## src/source/z80_bus_pkg.sv

```systemverilog
package z80_bus_pkg;

    // Operation of a host memory command
    typedef enum logic {
        OP_READ  = 1'b0,
        OP_WRITE = 1'b1
    } mem_op_e;

    // Machine cycle T-states
    typedef enum logic [2:0] {
        T_IDLE = 3'd0,
        T1     = 3'd1,
        T2     = 3'd2,
        T3     = 3'd3,
        T_WAIT = 3'd7  // Twait keeps its historic code
    } tstate_e;

    typedef struct packed {
        mem_op_e     op;
        logic [15:0] addr;
        logic [7:0]  wdata;
    } mem_cmd_t;

    typedef struct packed {
        logic [7:0] rdata;
        logic [3:0] wait_states;
    } mem_resp_t;

    // Pin side of the bus, strobes active low
    typedef struct packed {
        logic [15:0] a;
        logic [7:0]  d_out;
        logic        d_out_en;
        logic        n_mreq;
        logic        n_rd;
        logic        n_wr;
    } z80_bus_t;

    typedef struct packed {
        logic [1:0] auto_waits;  // Wait states inserted on every cycle
    } wait_cfg_t;

endpackage

```

## src/source/mem_cycle.sv

```systemverilog
module mem_cycle (
    input  logic                 clk,
    input  logic                 reset,
    input  logic                 activate,
    input  z80_bus_pkg::mem_op_e op,
    input  logic [15:0]          addr,
    input  logic [7:0]           wdata,
    input  logic [7:0]           d_in,
    input  logic                 n_wait,
    output z80_bus_pkg::z80_bus_t bus,
    output z80_bus_pkg::tstate_e  tstate,
    output logic [7:0]           rdata,
    output logic                 done
);

    logic clk_rise;       // Toggles on every rising edge
    logic clk_fall;       // Follows clk_rise on every falling edge
    logic clk_state;      // High in the first half of a T-state
    logic do_rd;
    logic do_wr;
    logic latched_nwait;
    logic cycle_start;

    // Clock clone built from registers only
    assign clk_state = clk_rise ^ clk_fall;

    // A new cycle starts from idle or chains out of T3
    assign cycle_start = activate &&
        (tstate == z80_bus_pkg::T_IDLE || tstate == z80_bus_pkg::T3);

    always_ff @(posedge clk) begin
        if (reset) begin
            tstate   <= z80_bus_pkg::T_IDLE;
            do_rd    <= 1'b0;
            do_wr    <= 1'b0;
            clk_rise <= 1'b0;
        end else begin
            clk_rise <= ~clk_rise;

            case (tstate)
                z80_bus_pkg::T_IDLE:
                    tstate <= activate ? z80_bus_pkg::T1 : z80_bus_pkg::T_IDLE;
                z80_bus_pkg::T1:
                    tstate <= z80_bus_pkg::T2;
                z80_bus_pkg::T2:
                    tstate <= latched_nwait ? z80_bus_pkg::T3 : z80_bus_pkg::T_WAIT;
                z80_bus_pkg::T_WAIT:
                    tstate <= latched_nwait ? z80_bus_pkg::T3 : z80_bus_pkg::T_WAIT;
                z80_bus_pkg::T3:
                    tstate <= activate ? z80_bus_pkg::T1 : z80_bus_pkg::T_IDLE;
                default:
                    tstate <= z80_bus_pkg::T_IDLE;
            endcase

            if (cycle_start) begin
                do_rd <= (op == z80_bus_pkg::OP_READ);
                do_wr <= (op == z80_bus_pkg::OP_WRITE);
            end
        end
    end

    always_ff @(negedge clk) begin
        if (reset) begin
            clk_fall      <= 1'b0;
            latched_nwait <= 1'b1;
        end else begin
            clk_fall <= clk_rise;
            // nWAIT is sampled mid T2 and mid every Twait
            if (tstate == z80_bus_pkg::T2 || tstate == z80_bus_pkg::T_WAIT) begin
                latched_nwait <= n_wait;
            end
        end
    end

    // Read data taken at the falling edge inside T3
    always_ff @(negedge clk) begin
        if (tstate == z80_bus_pkg::T3) begin
            rdata <= d_in;
        end
    end

    always_comb begin
        bus.a        = addr;
        bus.d_out    = wdata;
        bus.n_mreq   = 1'b1;
        bus.n_rd     = 1'b1;
        bus.n_wr     = 1'b1;
        bus.d_out_en = 1'b0;
        done         = 1'b0;

        case (tstate)
            z80_bus_pkg::T1: begin
                bus.n_mreq   = clk_state;            // Falls mid T1
                bus.n_rd     = do_rd ? clk_state : 1'b1;
                bus.d_out_en = do_wr && !clk_state;  // Data ahead of nWR
            end
            z80_bus_pkg::T2: begin
                bus.n_mreq   = 1'b0;
                bus.n_rd     = !do_rd;
                bus.n_wr     = do_wr ? clk_state : 1'b1;  // nWR falls mid T2
                bus.d_out_en = do_wr;
            end
            z80_bus_pkg::T_WAIT: begin
                bus.n_mreq   = 1'b0;
                bus.n_rd     = !do_rd;
                bus.n_wr     = !do_wr;
                bus.d_out_en = do_wr;
            end
            z80_bus_pkg::T3: begin
                // Strobes release at the falling edge of T3
                bus.n_mreq   = !clk_state;
                bus.n_rd     = do_rd ? !clk_state : 1'b1;
                bus.n_wr     = do_wr ? !clk_state : 1'b1;
                bus.d_out_en = do_wr;
                done         = !clk_state;
            end
            default: begin
            end
        endcase

        if (reset) begin
            bus.n_mreq   = 1'b1;
            bus.n_rd     = 1'b1;
            bus.n_wr     = 1'b1;
            bus.d_out_en = 1'b0;
            done         = 1'b0;
        end
    end

endmodule

```

## src/source/mem_cycle_ctrl.sv

```systemverilog
module mem_cycle_ctrl #(
    parameter int WAIT_CNT_W = 4
) (
    input  logic                   clk,
    input  logic                   reset,
    input  logic                   req,
    input  z80_bus_pkg::mem_cmd_t  cmd,
    input  logic                   done,
    input  logic [7:0]             rdata,
    input  logic [WAIT_CNT_W-1:0]  wait_count,
    input  z80_bus_pkg::tstate_e   tstate,
    output logic                   busy,
    output logic                   activate,
    output z80_bus_pkg::mem_op_e   op,
    output logic [15:0]            addr,
    output logic [7:0]             wdata,
    output logic                   resp_valid,
    output z80_bus_pkg::mem_resp_t resp
);

    z80_bus_pkg::mem_cmd_t cmd_q;  // Command held for the whole cycle
    logic                  accept;
    logic                  finish;

    // Requests during a cycle are dropped
    assign accept = req && !busy;

    // done is sampled at the rising edge that ends T3
    assign finish = busy && !activate && done;

    assign op    = cmd_q.op;
    assign addr  = cmd_q.addr;
    assign wdata = cmd_q.wdata;

    always_ff @(posedge clk) begin
        if (reset) begin
            busy       <= 1'b0;
            activate   <= 1'b0;
            resp_valid <= 1'b0;
        end else begin
            resp_valid <= 1'b0;

            if (accept) begin
                busy     <= 1'b1;
                activate <= 1'b1;
            end

            // Cycle block leaves idle on this same edge
            if (activate && tstate == z80_bus_pkg::T_IDLE) begin
                activate <= 1'b0;
            end

            if (finish) begin
                busy       <= 1'b0;
                resp_valid <= 1'b1;
            end
        end
    end

    always_ff @(posedge clk) begin
        if (accept) begin
            cmd_q <= cmd;
        end
        if (finish) begin
            // Writes report zero read data
            resp.rdata       <= (cmd_q.op == z80_bus_pkg::OP_READ) ? rdata : 8'h00;
            resp.wait_states <= 4'(wait_count);
        end
    end

endmodule

```

## src/source/wait_state_config.sv

```systemverilog
module wait_state_config #(
    parameter int WAIT_CNT_W = 4
) (
    input  logic                   clk,
    input  logic                   reset,
    input  logic                   cfg_we,
    input  z80_bus_pkg::wait_cfg_t cfg_data,
    input  z80_bus_pkg::tstate_e   tstate,
    input  logic                   n_wait,
    output logic                   n_wait_int,
    output logic [WAIT_CNT_W-1:0]  wait_count
);

    z80_bus_pkg::wait_cfg_t cfg_q;
    logic [WAIT_CNT_W:0]    waits_passed;  // One bit wider, never wraps
    logic [WAIT_CNT_W:0]    auto_ext;

    always_ff @(posedge clk) begin
        if (reset) begin
            cfg_q <= '0;
        end else if (cfg_we) begin
            cfg_q <= cfg_data;
        end
    end

    // Twait counter, restarts with every T1
    always_ff @(posedge clk) begin
        if (reset) begin
            wait_count <= '0;
        end else if (tstate == z80_bus_pkg::T1) begin
            wait_count <= '0;
        end else if (tstate == z80_bus_pkg::T_WAIT && wait_count != '1) begin
            wait_count <= wait_count + 1'b1;
        end
    end

    // The current Twait counts as passed when nWAIT is sampled mid-state
    always_comb begin
        waits_passed = {1'b0, wait_count};
        if (tstate == z80_bus_pkg::T_WAIT) begin
            waits_passed = waits_passed + 1'b1;
        end
    end

    assign auto_ext = (WAIT_CNT_W + 1)'(cfg_q.auto_waits);

    // Internal waits first, then the external pin decides
    assign n_wait_int = n_wait && (waits_passed >= auto_ext);

endmodule

```

## src/source/z80_bus_unit.sv

```systemverilog
module z80_bus_unit #(
    parameter int WAIT_CNT_W = 4
) (
    input  logic                   clk,
    input  logic                   reset,
    input  logic                   req,
    input  z80_bus_pkg::mem_cmd_t  cmd,
    input  logic                   cfg_we,
    input  z80_bus_pkg::wait_cfg_t cfg_data,
    input  logic [7:0]             d_in,
    input  logic                   n_wait,
    output logic                   busy,
    output logic                   resp_valid,
    output z80_bus_pkg::mem_resp_t resp,
    output z80_bus_pkg::z80_bus_t  bus
);

    logic                  activate;
    z80_bus_pkg::mem_op_e  op;
    logic [15:0]           addr;
    logic [7:0]            wdata;
    logic [7:0]            rdata;
    logic                  done;
    z80_bus_pkg::tstate_e  tstate;
    logic                  n_wait_int;  // Pin nWAIT merged with auto waits
    logic [WAIT_CNT_W-1:0] wait_count;

    mem_cycle_ctrl #(
        .WAIT_CNT_W(WAIT_CNT_W)
    ) u_ctrl (
        .clk       (clk),
        .reset     (reset),
        .req       (req),
        .cmd       (cmd),
        .done      (done),
        .rdata     (rdata),
        .wait_count(wait_count),
        .tstate    (tstate),
        .busy      (busy),
        .activate  (activate),
        .op        (op),
        .addr      (addr),
        .wdata     (wdata),
        .resp_valid(resp_valid),
        .resp      (resp)
    );

    mem_cycle u_cycle (
        .clk     (clk),
        .reset   (reset),
        .activate(activate),
        .op      (op),
        .addr    (addr),
        .wdata   (wdata),
        .d_in    (d_in),
        .n_wait  (n_wait_int),
        .bus     (bus),
        .tstate  (tstate),
        .rdata   (rdata),
        .done    (done)
    );

    wait_state_config #(
        .WAIT_CNT_W(WAIT_CNT_W)
    ) u_wait_cfg (
        .clk       (clk),
        .reset     (reset),
        .cfg_we    (cfg_we),
        .cfg_data  (cfg_data),
        .tstate    (tstate),
        .n_wait    (n_wait),
        .n_wait_int(n_wait_int),
        .wait_count(wait_count)
    );

endmodule

```

## config.mk

```make
export PLATFORM = sky130hd
export DESIGN_NAME = z80_bus_unit
export DESIGN_NICKNAME = d
export VERILOG_FILES = /design/src/source/z80_bus_pkg.sv /design/src/source/mem_cycle.sv /design/src/source/mem_cycle_ctrl.sv /design/src/source/wait_state_config.sv /design/src/source/z80_bus_unit.sv
export SDC_FILE = /design/constraint.sdc
export NUM_CORES = 1
export LEC_CHECK = 0
export BUFFER_PORTS_ARGS = -buffer_cell sky130_fd_sc_hd__buf_4
export CELL_PAD_IN_SITES_DETAIL_PLACEMENT = 0
export CELL_PAD_IN_SITES_GLOBAL_PLACEMENT = 1
export CORE_UTILIZATION = 38
export CTS_CLUSTER_DIAMETER = 120
export CTS_CLUSTER_SIZE = 25
export DETAILED_ROUTE_END_ITERATION = 8
export GPL_TIMING_DRIVEN = 0
export PLACE_DENSITY = 0.78
export SYNTH_ARGS = -nofsm -noshare
export SYNTH_HDL_FRONTEND = slang
export SYNTH_SLANG_ARGS = --single-unit
```

## constraint.sdc

```tcl
create_clock -name clk -period 2.9 [get_ports clk]
set_input_delay 0.29 -clock clk [delete_from_list [all_inputs] [get_ports clk]]
set_output_delay 0.29 -clock clk [all_outputs]
set_load 0.03 [all_outputs]
```

==> impl_metrics.yaml <==
cells_and_area:
  nets: 301
  final_cell_mix: "82 x buf_4, 45 x edfxtp_1, 14 x nor2_1"
  layout_commonest_cell: "buf_4"
  area_delta_synth_final_pct: 49.6
  stdcell_area_um2: 3410
  post-route-util_pct: 60.4
  drive_gt1_share_pct: 46.4
  fill_cells: 459
  diodes: 0
timing:
  setup_tns_ns: -3.25
  rsz0062_at_grt: "yes"
  drv_slew: 0
  relSlewSlack_pct: 50.2
  setup_viol: 25
  worst_slack_ns: -0.301
  timing_hold_violations_final: 0
  worst_slew_pin_slew_ns: 0.744
  finClkSkew_ns: 0.0452
clock_tree:
  cts_buffers: 9
  clock_sinks: 62
  clk_pin_slew_ns: 0.07
  htree_levels: 3
  clockBufferDepth: 2
  cts_tree: "yes"
  clock_latency_ns: 0.37
  cts-root-buf: "clkbuf_8"
pwr:
  p_int_mw: 1.57
  power_density_nw_per_um2: 607
  ir_drop_mv: 0.308
  power_mw: 2.07
  pwr-share-clk_pct: 39.5
  swShare_pct: 24.2
  seq_power_share_pct: 49.0
  p_switching_uw: 500
  power.static_leakage_nw: 1.38
  pwr-share-comb_pct: 11.5
worst_setup_path:
  cp-end-kind: "primary output"
  cp_slowest_cell: "dfxtp_2"
  start_kind: "flip-flop"
  critical_path_required_ns: 2.61
  worstSetupStartpoint: "u_cycle.clk_fall$_SDFF_NP0_"
  crit_buf_inv: 1
  cp_max_fo: 6
  critPathTopFamily: "flip-flops"
  worst_path_largest_cell_delay_ns: 0.33
  crit_chain: "xnor2_4, a21oi_1, o21ai_1, and3b_1, buf_6"
  reg2reg_from: "u_cycle.tstate[1]$_SDFF_PP0_"
  crit_type: "flip-flop to primary output"
  cp.arrival_ns: 2.91
grt:
  grt_first_pass_wirelength_mm: 7.42
  grt.overflow.total: 0
  grt_pass1_vias: 1522
  track_usage_pct: 16.2
  antenna_found_initial: 0
  grt_max_degree: 15
route:
  ant_nets: 0
  firstDrtPassIters: 4
  route.detailed.drc: 0
  vias_per_cell: 4.70
  drtIter0Drc: 52
  drt_wl_total_mm: 4.65
  via_count: 1575
  wl_per_cell_um: 13.9
synthesis:
  synth_area_um2: 2280
  synth_cells: 153
  avgSynthCellArea_um2: 14.9
  ys_ff_latch: 62
  synth.distinct_cells: 38
  synth-async-reset-ratio_pct: 0
  synth_edf_count: 45
  syn-num-nets: 196
  ys.flop_type: "edfxtp_1"
  ys_warn_count: 0
  yosysSeqAreaShare_pct: 74.3
hold_path:
  hold_class: "input port to flip-flop"
  worstHoldStart: "cmd[16]"
die:
  dieArea_um2: 6310
  io_pins: 82
  start_util_pct: 40.4
  rows: 27
  die_y_um: 79.4
  die_x_um: 79.4
  core_area_um2: 5640
placed_design:
  port_buffers: 80
  gp_congestion: 0.745
  hpwlAfterDp_mm: 3.36
  dpl_worst_slack_ns: -0.340
  placed_cell_area_um2: 3070
outcome:
  outcome: "finished with violations"
  violations: "setup timing"
flow_run:
  maxCapViolations: 0
==> cell usage after synthesis, types with 3 or more instances <==
cell type	instances	area, um2
xnor2_1	4	35.0
edfxtp_1	45	1350
ha_1	3	37.5
nand2b_1	3	18.8
mux2i_1	5	50.1
nor3_1	3	15.0
nand2_1	3	11.3
a21oi_1	7	35.0
clkbuf_1	4	15.0
nor2_1	14	52.6
dfxtp_1	17	340
inv_1	4	15.0
nor2b_1	11	68.8
==> registers in the layout, indices dropped and copies added (netlist names), 2 cells and up <==
name and cells:
u_wait_cfg.wait_count 4, u_ctrl.addr 16, u_cycle.tstate 3, u_ctrl.resp 12
u_cycle.rdata 8, u_wait_cfg.cfg_q 2, u_ctrl.wdata 8
==> power groups by stage <==
stage | registers, mW | logic (mW) | clock network [mW]
3_5_place_dp | 1.04 | 0.224 | 0.0230
4_1_cts | 1.01 | 0.238 | 0.843
3_3_place_gp | 1.04 | 0.218 | 0.0230
5_1_grt | 1.02 | 0.256 | 0.890
2_1_floorplan | 1.08 | 0.0862 | 0.0230
6_report | 1.01 | 0.237 | 0.817
==> path summary, 6_finish.rpt <==
check,end,slack (ns),depth (start not counted)
setup / recovery,bus[3],-0.30,5
hold / removal,u_ctrl.addr[8]$_DFFE_PP_,0.12,1
setup reg to reg,u_cycle.latched_nwait$_SDFFE_NP1N_,-0.15,6
hold reg to reg,u_cycle.latched_nwait$_SDFFE_NP1N_,0.48,2
==> per-layer routing <==
layer	track usage, %	up-vias	share of wire (%)	wire length [um]
li1	-	779	-	-
met1	19.7	721	44	2040
met2	25.3	71	46	2120
met3	5.83	4	9.5	443
met4	8.18	0	0.97	45
met5	0	-	0	0
==> cell type report <==
type / instances / area (um2) / area share, %
Timing Repair Buffer: 86 / 673 / 19.8
Tap cell: 72 / 90.1 / 2.64
Inverter: 3 / 11.3 / 0.331
Multi-Input combinational cell: 81 / 662 / 19.4
Sequential cell: 62 / 1710 / 50.1
Clock inverter: 15 / 91.3 / 2.68
Clock buffer: 11 / 153 / 4.48
Buffer: 5 / 20.0 / 0.588
==> kinds of logic (layout without fill, tap and decap cells) <==
family | after synthesis | count (layout) | synth area share (%)
AND/OR/NAND/NOR | 47 | 47 | 11.6
AO/OA/AOI/OAI | 20 | 20 | 6.10
XOR/XNOR | 5 | 5 | 1.92
adder cells (fa/ha/maj) | 3 | 3 | 1.65
multiplexers | 6 | 6 | 2.69
flip-flops | 62 | 62 | 74.3
buffers and inverters | 10 | 120 | 1.76
==> worst register-to-register path: stages, from the launching register on <==
cell,delay (ns)
dfxtp_4,0.34
and3_4,0.19
xnor2_2,0.12
ha_1,0.27
nand2b_4,0.15
a2111oi_4,0.36
o21ai_1,0.09
==> repair_timing <==
action                                  in CTS  in global routing
hold buffers                                 0                  0
hold endpoints to repair                     0                  0
gates resized for setup                     12                  1
buffers inserted                             5                  0
endpoints found under the setup margin      25                 25
pin swaps                                    6                  6
==> metrics by stage <==
step                      cells  hold slack, ns
after floorplan             153           0.389
after global placement      305           0.459
after detailed placement    306           0.469
after CTS                   335           0.108
after global routing        335           0.102
final                       335           0.122
No activity file was read; power rests on OpenSTA's default activity.
